**config.mk**
```make
export PLATFORM = sky130hd
export DESIGN_NAME = neopixel_top
export DESIGN_NICKNAME = d
export VERILOG_FILES = /design/src/common/neopixel_pkg.sv /design/src/neopixel/neopixel_fifo.sv /design/src/neopixel/neopixel_reg.sv /design/src/neopixel/neopixel_ctrl.sv /design/src/hw/neopixel_top.sv
export SDC_FILE = /design/constraint.sdc
export NUM_CORES = 1
export LEC_CHECK = 0
export BUFFER_PORTS_ARGS = -buffer_cell sky130_fd_sc_hd__buf_2
export CAP_MARGIN = 25
export CORE_ASPECT_RATIO = 1.5
export CORE_MARGIN = 2
export CORE_UTILIZATION = 69
export CTS_BUF_LIST = sky130_fd_sc_hd__clkbuf_4
export DETAILED_ROUTE_END_ITERATION = 8
export PLACE_DENSITY_LB_ADDON = 0.12
export RECOVER_POWER = 100
export SYNTH_ARGS = -nofsm -noshare
export SYNTH_HDL_FRONTEND = slang
export SYNTH_SLANG_ARGS = --single-unit
export TNS_END_PERCENT = 50
```
**constraint.sdc**
```tcl
create_clock -name clk_i -period 7.3 [get_ports clk_i]
set_input_delay 0.73 -clock clk_i [delete_from_list [all_inputs] [get_ports clk_i]]
set_output_delay 0.73 -clock clk_i [all_outputs]
set_load 0.1 [all_outputs]
```
**src/common/neopixel_pkg.sv**
```systemverilog
package neopixel_pkg;

    //////////////////////////////////////////////////
    // Widths
    //////////////////////////////////////////////////

    localparam int unsigned AddrWidth   = 4;
    localparam int unsigned DataWidth   = 32;
    localparam int unsigned PixelWidth  = 24;
    localparam int unsigned CntWidth    = 16;
    localparam int unsigned NpxWidth    = 8;

    // Pixel FIFO sizing
    localparam int unsigned FifoDepth    = 16;
    localparam int unsigned FifoPtrWidth = $clog2(FifoDepth);
    // One extra bit so a full FIFO can be counted
    localparam int unsigned LvlWidth     = FifoPtrWidth + 1;

    typedef logic [AddrWidth-1:0]     reg_addr_t;
    typedef logic [DataWidth-1:0]     data_t;
    typedef logic [DataWidth/8-1:0]   strb_t;
    typedef logic [PixelWidth-1:0]    pixel_t;
    typedef logic [CntWidth-1:0]      cnt_t;
    typedef logic [NpxWidth-1:0]      npx_t;
    typedef logic [LvlWidth-1:0]      lvl_t;
    typedef logic [FifoPtrWidth-1:0]  fifo_ptr_t;
    // Index of the bit inside one GRB word, 0 to 23
    typedef logic [4:0]               bit_idx_t;

    //////////////////////////////////////////////////
    // Information words
    //////////////////////////////////////////////////

    localparam data_t MaxNumNeoPixel = 32'd255;
    localparam data_t MinFreqHz      = 32'd3_000_000;
    localparam data_t BadReadValue   = 32'hBADCAB1E;

    //////////////////////////////////////////////////
    // Word offsets
    //////////////////////////////////////////////////

    localparam reg_addr_t MAX_NUM_NEOPIXEL_OFFSET = 4'd0;
    localparam reg_addr_t MIN_FREQ_OFFSET         = 4'd1;
    localparam reg_addr_t NUM_NEOPIXEL_OFFSET     = 4'd2;
    localparam reg_addr_t NEOPIXEL_T1H_OFFSET     = 4'd3;
    localparam reg_addr_t NEOPIXEL_T1L_OFFSET     = 4'd4;
    localparam reg_addr_t NEOPIXEL_T0H_OFFSET     = 4'd5;
    localparam reg_addr_t NEOPIXEL_T0L_OFFSET     = 4'd6;
    localparam reg_addr_t NEOPIXEL_T_LATCH_OFFSET = 4'd7;
    localparam reg_addr_t PIXEL_DATA_OFFSET       = 4'd8;
    localparam reg_addr_t START_OFFSET            = 4'd9;
    localparam reg_addr_t STATUS_OFFSET           = 4'd10;

    // Serial controller states
    typedef enum logic [2:0] {
        IDLE,
        LOAD,
        HIGH,
        LOW,
        LATCH
    } ctrl_state_t;

endpackage

```
**src/neopixel/neopixel_fifo.sv**
```systemverilog
module neopixel_fifo (
    input  logic                 clk_i,
    input  logic                 rst_n_i,
    input  logic                 push_i,
    input  neopixel_pkg::pixel_t push_data_i,
    input  logic                 pop_i,
    output neopixel_pkg::pixel_t head_o,
    output logic                 empty_o,
    output logic                 full_o,
    output neopixel_pkg::lvl_t   level_o
);
    import neopixel_pkg::*;

    pixel_t    mem_q [FifoDepth];
    fifo_ptr_t wr_ptr_q;
    fifo_ptr_t rd_ptr_q;
    lvl_t      level_q;
    logic      do_push;
    logic      do_pop;

    // Overflow and underflow requests are dropped here
    assign do_push = push_i && !full_o;
    assign do_pop  = pop_i && !empty_o;

    assign empty_o = (level_q == '0);
    assign full_o  = (level_q == lvl_t'(FifoDepth));
    assign level_o = level_q;
    // Head word is visible without a read latency
    assign head_o  = mem_q[rd_ptr_q];

    always_ff @(posedge clk_i or negedge rst_n_i) begin
        if (!rst_n_i) begin
            wr_ptr_q <= '0;
            rd_ptr_q <= '0;
            level_q  <= '0;
        end else begin
            // Pointers wrap naturally at the power of two depth
            if (do_push) begin
                wr_ptr_q <= wr_ptr_q + 1'b1;
            end
            if (do_pop) begin
                rd_ptr_q <= rd_ptr_q + 1'b1;
            end
            // Level holds when push and pop meet
            if (do_push && !do_pop) begin
                level_q <= level_q + 1'b1;
            end else if (do_pop && !do_push) begin
                level_q <= level_q - 1'b1;
            end
        end
    end

    always_ff @(posedge clk_i) begin
        if (do_push) begin
            mem_q[wr_ptr_q] <= push_data_i;
        end
    end

endmodule

```
**src/neopixel/neopixel_reg.sv**
```systemverilog
module neopixel_reg (
    input  logic                    clk_i,
    input  logic                    rst_n_i,
    // Bus request side
    input  logic                    req_i,
    input  logic                    we_i,
    input  neopixel_pkg::reg_addr_t addr_i,
    input  neopixel_pkg::strb_t     be_i,
    input  neopixel_pkg::data_t     wdata_i,
    // Status from the datapath
    input  logic                    busy_i,
    input  logic                    fifo_full_i,
    input  neopixel_pkg::lvl_t      fifo_level_i,
    // Bus response side
    output logic                    gnt_o,
    output logic                    rvalid_o,
    output logic                    err_o,
    output neopixel_pkg::data_t     rdata_o,
    // Configuration levels
    output neopixel_pkg::npx_t      num_neopixel_o,
    output neopixel_pkg::cnt_t      t1h_o,
    output neopixel_pkg::cnt_t      t1l_o,
    output neopixel_pkg::cnt_t      t0h_o,
    output neopixel_pkg::cnt_t      t0l_o,
    output neopixel_pkg::cnt_t      t_latch_o,
    // Strobes
    output logic                    push_o,
    output neopixel_pkg::pixel_t    push_data_o,
    output logic                    start_o
);
    import neopixel_pkg::*;

    // Response phase copies of the request
    logic      req_q;
    logic      we_q;
    reg_addr_t addr_q;
    // Write error waits one cycle to meet rvalid
    logic      w_err_d, w_err_q;
    logic      rd_err;

    // Configuration storage
    npx_t num_d, num_q;
    cnt_t t1h_d, t1h_q;
    cnt_t t1l_d, t1l_q;
    cnt_t t0h_d, t0h_q;
    cnt_t t0l_d, t0l_q;
    cnt_t lat_d, lat_q;

    // Each enabled byte of the new word replaces the old byte
    function automatic data_t be_merge(data_t old_val, data_t new_val, strb_t be);
        data_t res;
        res = old_val;
        for (int i = 0; i < $bits(strb_t); i++) begin
            if (be[i]) begin
                res[8*i +: 8] = new_val[8*i +: 8];
            end
        end
        return res;
    endfunction

    //////////////////////////////////////////////////
    // Request phase
    //////////////////////////////////////////////////

    // Every request is granted at once without a stall
    assign gnt_o       = req_i;
    assign push_data_o = wdata_i[PixelWidth-1:0];

    always_comb begin
        num_d   = num_q;
        t1h_d   = t1h_q;
        t1l_d   = t1l_q;
        t0h_d   = t0h_q;
        t0l_d   = t0l_q;
        lat_d   = lat_q;
        w_err_d = 1'b0;
        push_o  = 1'b0;
        start_o = 1'b0;
        if (req_i && we_i) begin
            case (addr_i)
                NUM_NEOPIXEL_OFFSET:     num_d = npx_t'(be_merge(data_t'(num_q), wdata_i, be_i));
                NEOPIXEL_T1H_OFFSET:     t1h_d = cnt_t'(be_merge(data_t'(t1h_q), wdata_i, be_i));
                NEOPIXEL_T1L_OFFSET:     t1l_d = cnt_t'(be_merge(data_t'(t1l_q), wdata_i, be_i));
                NEOPIXEL_T0H_OFFSET:     t0h_d = cnt_t'(be_merge(data_t'(t0h_q), wdata_i, be_i));
                NEOPIXEL_T0L_OFFSET:     t0l_d = cnt_t'(be_merge(data_t'(t0l_q), wdata_i, be_i));
                NEOPIXEL_T_LATCH_OFFSET: lat_d = cnt_t'(be_merge(data_t'(lat_q), wdata_i, be_i));
                // Push ignores byte enables and a full FIFO drops the word
                PIXEL_DATA_OFFSET: begin
                    if (fifo_full_i) begin
                        w_err_d = 1'b1;
                    end else begin
                        push_o = 1'b1;
                    end
                end
                START_OFFSET:            start_o = 1'b1;
                // Information, status and unmapped words
                default:                 w_err_d = 1'b1;
            endcase
        end
    end

    //////////////////////////////////////////////////
    // Response phase
    //////////////////////////////////////////////////

    always_comb begin
        rdata_o = '0;
        rd_err  = 1'b0;
        if (req_q && !we_q) begin
            case (addr_q)
                MAX_NUM_NEOPIXEL_OFFSET: rdata_o = MaxNumNeoPixel;
                MIN_FREQ_OFFSET:         rdata_o = MinFreqHz;
                NUM_NEOPIXEL_OFFSET:     rdata_o = data_t'(num_q);
                NEOPIXEL_T1H_OFFSET:     rdata_o = data_t'(t1h_q);
                NEOPIXEL_T1L_OFFSET:     rdata_o = data_t'(t1l_q);
                NEOPIXEL_T0H_OFFSET:     rdata_o = data_t'(t0h_q);
                NEOPIXEL_T0L_OFFSET:     rdata_o = data_t'(t0l_q);
                NEOPIXEL_T_LATCH_OFFSET: rdata_o = data_t'(lat_q);
                // Busy in bit 0, level in bits 12 to 8
                STATUS_OFFSET:           rdata_o = data_t'({fifo_level_i, 7'b0, busy_i});
                default: begin
                    rdata_o = BadReadValue;
                    rd_err  = 1'b1;
                end
            endcase
        end
    end

    assign rvalid_o = req_q;
    assign err_o    = (req_q && we_q) ? w_err_q : rd_err;

    assign num_neopixel_o = num_q;
    assign t1h_o          = t1h_q;
    assign t1l_o          = t1l_q;
    assign t0h_o          = t0h_q;
    assign t0l_o          = t0l_q;
    assign t_latch_o      = lat_q;

    always_ff @(posedge clk_i or negedge rst_n_i) begin
        if (!rst_n_i) begin
            req_q   <= 1'b0;
            we_q    <= 1'b0;
            addr_q  <= '0;
            w_err_q <= 1'b0;
            num_q   <= '0;
            t1h_q   <= '0;
            t1l_q   <= '0;
            t0h_q   <= '0;
            t0l_q   <= '0;
            lat_q   <= '0;
        end else begin
            req_q   <= req_i;
            we_q    <= we_i;
            addr_q  <= addr_i;
            w_err_q <= w_err_d;
            num_q   <= num_d;
            t1h_q   <= t1h_d;
            t1l_q   <= t1l_d;
            t0h_q   <= t0h_d;
            t0l_q   <= t0l_d;
            lat_q   <= lat_d;
        end
    end

endmodule

```
**src/neopixel/neopixel_ctrl.sv**
```systemverilog
module neopixel_ctrl (
    input  logic                 clk_i,
    input  logic                 rst_n_i,
    input  logic                 start_i,
    input  neopixel_pkg::npx_t   num_neopixel_i,
    input  neopixel_pkg::cnt_t   t1h_i,
    input  neopixel_pkg::cnt_t   t1l_i,
    input  neopixel_pkg::cnt_t   t0h_i,
    input  neopixel_pkg::cnt_t   t0l_i,
    input  neopixel_pkg::cnt_t   t_latch_i,
    input  neopixel_pkg::pixel_t head_i,
    input  logic                 empty_i,
    output logic                 pop_o,
    output logic                 data_o,
    output logic                 busy_o
);
    import neopixel_pkg::*;

    ctrl_state_t state_d, state_q;
    npx_t        pix_cnt_d, pix_cnt_q;
    bit_idx_t    bit_idx_d, bit_idx_q;
    pixel_t      shift_d, shift_q;
    cnt_t        phase_d, phase_q;

    // Widths with zero raised to one cycle
    cnt_t   t1h_w, t1l_w, t0h_w, t0l_w, lat_w;
    logic   phase_done;
    logic   last_pixel;
    logic   load_word;
    pixel_t next_word;

    function automatic cnt_t at_least_one(cnt_t width);
        return (width == '0) ? cnt_t'(1) : width;
    endfunction

    assign t1h_w = at_least_one(t1h_i);
    assign t1l_w = at_least_one(t1l_i);
    assign t0h_w = at_least_one(t0h_i);
    assign t0l_w = at_least_one(t0l_i);
    assign lat_w = at_least_one(t_latch_i);

    // Phase counter is loaded with the full width and ends at one
    assign phase_done = (phase_q <= cnt_t'(1));
    assign last_pixel = (npx_t'(pix_cnt_q + 1'b1) >= num_neopixel_i);
    // Underrun sends an all-zero pixel
    assign next_word  = empty_i ? '0 : head_i;

    //////////////////////////////////////////////////
    // Waveform FSM
    //////////////////////////////////////////////////

    always_comb begin
        state_d   = state_q;
        pix_cnt_d = pix_cnt_q;
        bit_idx_d = bit_idx_q;
        shift_d   = shift_q;
        phase_d   = phase_q;
        load_word = 1'b0;
        pop_o     = 1'b0;
        case (state_q)
            IDLE: begin
                // Start pulses outside IDLE fall through unnoticed
                if (start_i) begin
                    pix_cnt_d = '0;
                    if (num_neopixel_i == '0) begin
                        state_d = LATCH;
                        phase_d = lat_w;
                    end else begin
                        state_d = LOAD;
                    end
                end
            end
            LOAD: load_word = 1'b1;
            HIGH: begin
                if (phase_done) begin
                    state_d = LOW;
                    phase_d = shift_q[PixelWidth-1] ? t1l_w : t0l_w;
                end else begin
                    phase_d = phase_q - 1'b1;
                end
            end
            LOW: begin
                if (!phase_done) begin
                    phase_d = phase_q - 1'b1;
                end else if (bit_idx_q != '0) begin
                    // Next bit of the same word in MSB first order
                    state_d   = HIGH;
                    shift_d   = shift_q << 1;
                    bit_idx_d = bit_idx_q - 1'b1;
                    phase_d   = shift_q[PixelWidth-2] ? t1h_w : t0h_w;
                end else if (last_pixel) begin
                    state_d = LATCH;
                    phase_d = lat_w;
                end else begin
                    // Back to back pixels without a gap cycle
                    pix_cnt_d = pix_cnt_q + 1'b1;
                    load_word = 1'b1;
                end
            end
            LATCH: begin
                if (phase_done) begin
                    state_d = IDLE;
                end else begin
                    phase_d = phase_q - 1'b1;
                end
            end
            default: state_d = IDLE;
        endcase

        // Pop the head word and open the first high phase
        if (load_word) begin
            pop_o     = !empty_i;
            state_d   = HIGH;
            shift_d   = next_word;
            bit_idx_d = bit_idx_t'(PixelWidth - 1);
            phase_d   = next_word[PixelWidth-1] ? t1h_w : t0h_w;
        end
    end

    assign data_o = (state_q == HIGH);
    assign busy_o = (state_q != IDLE);

    always_ff @(posedge clk_i or negedge rst_n_i) begin
        if (!rst_n_i) begin
            state_q   <= IDLE;
            pix_cnt_q <= '0;
            bit_idx_q <= '0;
            shift_q   <= '0;
            phase_q   <= '0;
        end else begin
            state_q   <= state_d;
            pix_cnt_q <= pix_cnt_d;
            bit_idx_q <= bit_idx_d;
            shift_q   <= shift_d;
            phase_q   <= phase_d;
        end
    end

endmodule

```
**src/hw/neopixel_top.sv**
```systemverilog
module neopixel_top (
    input  logic                    clk_i,
    input  logic                    rst_n_i,
    // Register port
    input  logic                    req_i,
    input  logic                    we_i,
    input  neopixel_pkg::reg_addr_t addr_i,
    input  neopixel_pkg::strb_t     be_i,
    input  neopixel_pkg::data_t     wdata_i,
    output logic                    gnt_o,
    output logic                    rvalid_o,
    output neopixel_pkg::data_t     rdata_o,
    output logic                    err_o,
    // LED line
    output logic                    data_o,
    output logic                    busy_o
);
    import neopixel_pkg::*;

    // Register block to controller
    npx_t   num_neopixel;
    cnt_t   t1h, t1l, t0h, t0l, t_latch;
    logic   start;
    // Pixel FIFO traffic
    logic   push;
    pixel_t push_data;
    logic   pop;
    pixel_t head;
    logic   empty;
    logic   fifo_full;
    lvl_t   fifo_level;

    neopixel_reg reg_i (
        .clk_i, .rst_n_i, .req_i, .we_i, .addr_i, .be_i, .wdata_i,
        .busy_i(busy_o), .fifo_full_i(fifo_full), .fifo_level_i(fifo_level),
        .gnt_o, .rvalid_o, .err_o, .rdata_o,
        .num_neopixel_o(num_neopixel), .t1h_o(t1h), .t1l_o(t1l), .t0h_o(t0h),
        .t0l_o(t0l), .t_latch_o(t_latch),
        .push_o(push), .push_data_o(push_data), .start_o(start)
    );

    neopixel_fifo fifo_i (
        .clk_i, .rst_n_i, .push_i(push), .push_data_i(push_data), .pop_i(pop),
        .head_o(head), .empty_o(empty), .full_o(fifo_full), .level_o(fifo_level)
    );

    neopixel_ctrl ctrl_i (
        .clk_i, .rst_n_i, .start_i(start), .num_neopixel_i(num_neopixel),
        .t1h_i(t1h), .t1l_i(t1l), .t0h_i(t0h), .t0l_i(t0l), .t_latch_i(t_latch),
        .head_i(head), .empty_i(empty),
        .pop_o(pop), .data_o, .busy_o
    );

endmodule

```
==> results by group, run 1 <==
Global routing
  • First-pass GRT wire length: 94900 µm
  • Initial antenna violation count: 2
  • Grt total ovfl: 0
  • Vias in the first global route: 16554
  • Largest net degree at the start of global routing: ~110
  • All-Layer GR Usage: 0.349

Route
  • DRT antenna net count: 0
  • Via-to-Cell Ratio: between 6 and 7
  • TritonRoute pass-1 iters: 7
  • Detailed-route wire length: 63100 µm
  • DRC viols: 0
  • Routed len/inst: 26.3 µm
  • DR iter-0 viols: approximately 1500
  • Via Count: roughly 16000

Yosys
  • Post-synth EDFFs: approximately 380
  • Post-Syn Area: 0.0246 mm²
  • Seq/Total Area, Yosys: 0.636
  • Gate Count Post-Synth: around 1700
  • YS warnings: 0
  • Post-synthesis cell type count: between 70 and 80
  • Leading post-synthesis cells by cell area: edfxtp_1 47%, dfrtp_1 17%, mux2i_1 6.7%, mux4_2 4.6%, mux2_2 4.5%
  • Top cell type by total area after synthesis: edfxtp_1
  • Synthesized area per cell: between 10 and 15 µm²
  • Asr flop ratio synth: 0.299
  • Post-synth top flop: edfxtp_1
  • Yosys top cell area share: 0.469
  • Flops & latches, synth: 548

Placement
  • Post-DP HPWL: 39200 µm
  • Placed cell area: between 0.02 and 0.03 mm²
  • RD Place Congestion: roughly 0.96
  • IO buf count: 66

Finish
  • Final nets: 1884
  • Syn-to-layout area delta: 8.71%
  • Final Cell Area: approximately 0.027 mm²
  • Most frequent cells in the layout: 384 x edfxtp_1, 189 x clkbuf_4, 164 x mux2i_1
  • Layout cells sized above 1: 0.202
  • Leading cell type in the layout, fill and taps excluded: edfxtp_1

Critical path
  • Crit path capture type: primary output
  • Worst r2r dst: fifo_i.level_o[4]
  • Reg2Reg Depth: 14
  • Reg2reg start: ctrl_i.phase_q[11]
  • CP Launch Point: reg_i.addr_q[1]
  • Crit path launch type: flop
  • Worst R2R Setup Slack: around 2.4 ns
  • CP endpoint: rdata_o[1]
  • Critical Path RT: 6.57 ns
  • WP data arrival: ~5 ns
  • Crit Path Max Fanout: 39
  • Kind of critical path: reg -> out

Clocking
  • TritonCTS clock tree: built
  • Post-CTS setup buffers: 0
  • Skew-Pair Late Insertion Delay: about 0.85 ns
  • TritonCTS Buffers: between 100 and 150
  • Deepest clock path buffer count: 3
  • Clock root buffer: clkbuf_4
  • Clk sinks: 548
  • CTS resizes: 0
  • Register clock-pin slew on the reported worst setup and hold paths: about 0.07 ns
  • CTS HTree Levels: 3
  • Hold_buf cts: 2

Floorplan
  • Die W: about 160 µm
  • Core Box Area: 0.0351 mm²
  • Boundary Pins: roughly 80
  • Die ar.: between 0.03 and 0.04 mm²
  • Initial core utilization: 0.700
  • Chip height: between 200 and 250 µm
  • Row count: 84

Min path
  • HP Class: in -> reg

STA
  • Worst Tran Pin Value: 3.13 ns
  • RSZ-0062 raised after global routing: no
  • Final Hold Viols: 0
  • Max Clk Rate: ~180 MHz
  • Slew Viols, Final: between 400 and 500
  • Rel. slew slack: -1.10
  • Sum of negative setup slack: 0 ns
  • Worst clock skew: about 0.051 ns
  • Min cycle time layout: approximately 5.7 ns
  • Final period util: 0.781
  • Final Setup Violations: 0

Power and ir drop
  • Power Internal: 4800 µW
  • Sw Pwr: around 1600 µW
  • PwrDens: ~240 mW/mm²
  • P_leak: 0.00926 µW
  • Maximum vdd drop: approximately 0.15 mV
  • Sw Ratio: 0.249
  • Combinational share of power: 0.077
  • Part of the power in registers: 0.555
  • Clk pwr share: 0.369

Run status
  • Outcome: complete, but fails checks
  • Failing checks: capacitance limit, slew limit

Run
  • MaxCap Viol Count: 17
-- cell usage after synthesis, types with 3 or more instances --
master	n
a22o_1	11
clkbuf_1	66
edfxtp_1	384
a32oi_1	3
xor2_1	9
ha_1	22
mux2_2	99
nand2_1	75
o21ai_0	61
and3_1	8
and2_1	13
a221o_1	3
nand4_1	11
a221oi_1	5
o22ai_1	42
buf_2	7
xnor2_1	23
mux4_2	50
nor4_1	25
a41oi_1	6
nor2_1	72
dfrtp_1	164
nand2b_1	14
a22oi_1	15
buf_4	19
a21o_1	7
a211oi_1	11
a21oi_1	71
mux2i_1	164
o32ai_1	8
nor2b_1	5
nand3_1	40
nor3_1	22
inv_1	37
o221ai_1	47
o211ai_1	7
buf_1	22
or4_1	4
-- worst max-delay path, stage by stage (launching register included) --
cell and delay (ns):
dfrtp_1 0.32, clkbuf_1 1.21, inv_1 0.38, nor2_1 0.70, a221oi_1 0.23, a21oi_1 0.21
nor2_1 0.06, nor2_1 0.09, clkbuf_1 0.92
-- stage by stage --
stage	instances	total power (µW)	hold slack, ns	utilization	worst slack [ns]
2_1_floorplan	1709	3890	0.434	-	2.79
3_3_place_gp	2161	4080	0.501	0.719	3.10
3_5_place_dp	2163	4100	0.521	0.721	3.04
4_1_cts	2385	6430	0.0119	0.766	2.81
5_1_grt	2393	6620	0.110	0.761	1.37
6_report	2395	6390	0.146	0.761	1.60
-- metal layers --
metal	track usage	wire, µm	vias up
li1	-	-	6966
met1	0.386	21100	7861
met2	0.606	33200	790
met3	0.0582	4240	260
met4	0.242	4600	0
met5	0	0	-
-- cell families after synthesis --
| family | Yosys count | synth area share |
|---|---|---|
| flops | 548 | 0.636 |
| compound gates | 322 | 0.0887 |
| mux | 314 | 0.159 |
| simple gates | 308 | 0.0637 |
| buf+inv | 157 | 0.0284 |
| xor+xnor | 33 | 0.0121 |
| fa+ha+maj | 23 | 0.0120 |
| other cells | 1 | 0.000153 |
-- sequential cells by signal, indices dropped and copies added, names as in the netlist, 16 cells and up --
signal	flops
ctrl_i.phase_q	16
reg_i.t0h_o	16
fifo_i.mem_q	384
reg_i.t0l_o	16
reg_i.t_latch_o	16
reg_i.t1h_o	16
reg_i.t1l_o	16
ctrl_i.shift_q	24
-- area by class of cell --
| class | instances | area (µm²) |
|---|---|---|
| sequential | 548 | 15600 |
| antenna | 5 | 12.5 |
| tap | 473 | 592 |
| clock buffer | 189 | 1420 |
| multi-input combinational | 1004 | 8200 |
| clock inverter | 31 | 155 |
| timing repair buffer | 106 | 547 |
| inverter | 39 | 146 |
| fill | 2329 | 8390 |
-- power groups by stage --
stage | combinational [µW] | clock (µW) | sequential, µW
floorplan | 330 | 0 | 3560
global placement | 475 | 0 | 3600
detailed placement | 489 | 0 | 3610
CTS | 492 | 2390 | 3540
global route | 526 | 2540 | 3550
finish | 490 | 2360 | 3550
-- how the worst min path moves through the flow --
stage                             start  slack [ns]                  end  cells past startpoint
floorplan                       rst_n_i        0.43  ctrl_i.bit_idx_q[0]                      0
global placement    ctrl_i.bit_idx_q[4]        0.50  ctrl_i.bit_idx_q[4]                      2
detailed placement    fifo_i.level_o[4]        0.52    fifo_i.level_o[4]                      1
CTS                             rst_n_i        0.01  ctrl_i.pix_cnt_q[0]                      1
global route                  addr_i[2]        0.11      reg_i.addr_q[2]                      1
finish                        addr_i[3]        0.15      reg_i.addr_q[3]                      1
Power figures use the tool's default switching activity.
==> inputs of run 2 (changes only) <==
--- a/config.mk
+++ b/config.mk
@@ -5,11 +5,12 @@
 export SDC_FILE = /design/constraint.sdc
 export NUM_CORES = 1
 export LEC_CHECK = 0
+export ABC_AREA = 1
 export BUFFER_PORTS_ARGS = -buffer_cell sky130_fd_sc_hd__buf_2
 export CAP_MARGIN = 25
 export CORE_ASPECT_RATIO = 1.5
 export CORE_MARGIN = 2
-export CORE_UTILIZATION = 69
+export CORE_UTILIZATION = 65
 export CTS_BUF_LIST = sky130_fd_sc_hd__clkbuf_4
 export DETAILED_ROUTE_END_ITERATION = 8
 export PLACE_DENSITY_LB_ADDON = 0.12
==> constraint.sdc (replaced) <==
create_clock -name clk_i -period 5.9 [get_ports clk_i]
set_input_delay 0.59 -clock clk_i [delete_from_list [all_inputs] [get_ports clk_i]]
set_output_delay 0.59 -clock clk_i [all_outputs]
set_load 0.1 [all_outputs]
==> results by group, run 2 <==
Run status
  • Outcome: complete, but fails checks
  • Failing checks: capacitance limit, slew limit

STA
  • Slew Viols, Final: between 300 and 400
  • Min cycle time layout: approximately 5.0 ns
  • Worst Tran Pin Value: 3.21 ns
  • Worst clock skew: roughly 0.067 ns
  • Sum of negative setup slack: 0 ns
  • Final Hold Viols: 0
  • Final period util: 0.846
  • RSZ-0062 raised after global routing: no
  • Rel. slew slack: -1.15
  • Fin Hold WS: 0.193 ns
  • Final Setup Violations: 0
  • Max Clk Rate: 200 MHz

Floorplan
  • Row count: a little under 90
  • Boundary Pins: 81
  • Initial core utilization: 0.656
  • Core Box Area: ~0.038 mm²
  • Die ar.: 0.0403 mm²
  • Chip height: ~240 µm
  • Die W: roughly 160 µm

Finish
  • Layout cells sized above 1: 0.0896
  • Most flops, register: fifo_i.mem_q
  • Top Registers: fifo_i.mem_q: 384 flops, ctrl_i.shift_q: 24 flops
  • Max FFs per register: around 380
  • Area occupied by multi-input gates: 0.00819 mm²
  • Most frequent cells in the layout: 679 x nand2_1, 384 x edfxtp_1, 356 x nor2_1
  • FILL cells: ~2900
  • Leading cell type in the layout, fill and taps excluded: nand2_1
  • Register area: between 0.015 and 0.02 mm²
  • Syn-to-layout area delta: 8.47%
  • Layout Cells excl Fill: about 3300
  • Final nets: 2796

Route
  • DRT antenna net count: 0
  • TritonRoute pass-1 iters: 6
  • Via-to-Cell Ratio: ~6.1
  • DR iter-0 viols: 1900
  • Routed len/inst: ~23 µm
  • Via Count: between 20000 and 25000
  • DRC viols: 0
  • Detailed-route wire length: approximately 75000 µm

Yosys
  • Gate Count Post-Synth: roughly 2600
  • Top cells by count, synth: 678 x nand2_1, 384 x edfxtp_1, 357 x nor2_1
  • Post-synth EDFFs: approximately 380
  • Leading post-synthesis cells by cell area: edfxtp_1 46%, dfrtp_1 16%, nand2_1 10%, o21ai_0 6.4%, nor2_1 5.3%
  • Top-count cell post-synth: nand2_1
  • Post-synth top flop: edfxtp_1
  • Synthesized area per cell: about 9.6 µm²
  • Flops & latches, synth: around 550
  • Seq/Total Area, Yosys: 0.622
  • Top cell type by total area after synthesis: edfxtp_1
  • YS warnings: 0
  • Asr flop ratio synth: 0.299
  • Yosys top cell area share: 0.458
  • Post-synthesis cell type count: slightly below 50
  • Post-Syn Area: 0.0252 mm²

Critical path
  • WP data arrival: between 4 and 5 ns
  • Crit path capture type: primary output
  • Crit Path Max Fanout: 9
  • Worst r2r dst: fifo_i.level_o[4]
  • Reg2Reg Depth: 26
  • Worst R2R Setup Slack: roughly 0.96 ns
  • Crit path launch type: flop
  • Kind of critical path: reg -> out
  • Critical Path RT: 5.31 ns
  • CP endpoint: rdata_o[6]
  • Reg2reg start: ctrl_i.pix_cnt_q[1]
  • CP Launch Point: reg_i.addr_q[3]

Placement
  • RD Place Congestion: roughly 0.96
  • IO buf count: 66
  • Placed cell count: 3081
  • Post-DP HPWL: ~47000 µm

Clocking
  • Clk sinks: between 500 and 600
  • TritonCTS Buffers: 130
  • Clock root buffer: clkbuf_4
  • CTS resizes: 0
  • CTS HTree Levels: 4
  • TritonCTS clock tree: built
  • Deepest clock path buffer count: 3
  • Post-CTS setup buffers: 0
  • Skew-Pair Late Insertion Delay: around 0.86 ns
  • Register clock-pin slew on the reported worst setup and hold paths: approximately 0.07 ns

Global routing
  • First-pass GRT wire length: 111000 µm
  • Largest net degree at the start of global routing: a little over 80
  • Initial antenna violation count: 4
  • Vias in the first global route: slightly below 20000
  • All-Layer GR Usage: 0.377
  • Grt total ovfl: 0

Power and ir drop
  • PwrDens: between 400 and 500 mW/mm²
  • P_leak: between 0.01 and 0.015 µW
  • Maximum vdd drop: approximately 0.30 mV

Min path
  • HP Class: in -> reg

Run
  • MaxCap Viol Count: 16
==> run 2: changes by cell type after synthesis, sizes merged, moves of 21 or more <==
| cell | change |
|---|---|
| mux2 | -100 |
| buf | +21 |
| nor2 | +294 |
| a21oi | +55 |
| o221ai | -45 |
| inv | +129 |
| nand2 | +611 |
| mux2i | -162 |
| mux4 | -50 |
| o21ai | +265 |
| nor4 | -22 |
| nand3 | +39 |
==> run 2: per-layer routing <==
layer,share of wire,vias to the layer above,GRT usage
li1,-,9165,-
met5,0.00041,-,0
met1,0.34,9577,0.430
met2,0.50,1096,0.627
met3,0.080,301,0.0730
met4,0.078,4,0.276
==> run 2: layout make-up <==
| class | instances | share of cell area |
|---|---|---|
| well taps | 495 | 0.0227 |
| clock inverters | 45 | 0.0113 |
| flip-flops and latches | 548 | 0.573 |
| diodes | 2 | 0.000183 |
| multi-input cells | 1777 | 0.300 |
| inverters | 169 | 0.0233 |
| repair buffers | 103 | 0.0187 |
| clock buffers | 182 | 0.0501 |
==> run 2: worst min path at each step <==
stage	start	to	slack, ns	depth (start not counted)
finish	wdata_i[22]	fifo_i.mem_q[14][22]	0.19	1
global route	wdata_i[22]	fifo_i.mem_q[12][22]	0.20	1
CTS	wdata_i[22]	fifo_i.mem_q[12][22]	0.06	1
detailed placement	rst_n_i	ctrl_i.pix_cnt_q[3]	0.45	1
global placement	rst_n_i	ctrl_i.pix_cnt_q[3]	0.45	1
floorplan	rst_n_i	ctrl_i.bit_idx_q[0]	0.29	0
==> run 2: what timing repair did <==
| item | 4_1_cts | 5_1_grt |
|---|---|---|
| hold buffers | 7 | 0 |
| endpoints found under the hold margin | 28 | 0 |
| endpoints found under the setup margin | 0 | 0 |
==> run 2: per-stage QoR <==
stage | worst slack (ns) | util | power [µW] | instance area, µm²
floorplan | 1.76 | - | 7640 | 25200
global placement | 1.55 | 0.670 | 8690 | 25700
detailed placement | 1.53 | 0.674 | 8820 | 25800
CTS | 1.44 | 0.720 | 11900 | 27600
global route | 0.632 | 0.712 | 12600 | 27300
finish | 0.911 | 0.712 | 12000 | 27300
==> run 2: report_power, final <==
group,total [µW],switching [µW],internal (µW)
combinational,4060,2940,1120
sequential,4790,412,4380
clock,3100,1490,1610
==> run 2: logic make-up after synthesis <==
kind of cell	after synthesis	synth area share
AND/OR/NAND/NOR	1167	0.184
AO/OA/AOI/OAI	556	0.119
other	1	0.000149
buffers and inverters	303	0.0531
multiplexers	2	0.000796
flip-flops	548	0.622
adder cells (fa/ha/maj)	23	0.0117
XOR/XNOR	25	0.00900
==> run 2: critical path: stages, from the launching register on <==
cell and delay, ns:
dfrtp_1 0.44, nor2_1 0.26, inv_1 0.09, nor2_1 0.75
inv_1 0.47, o22ai_1 0.24, a221oi_1 0.09, a21oi_1 0.29
clkbuf_1 0.90
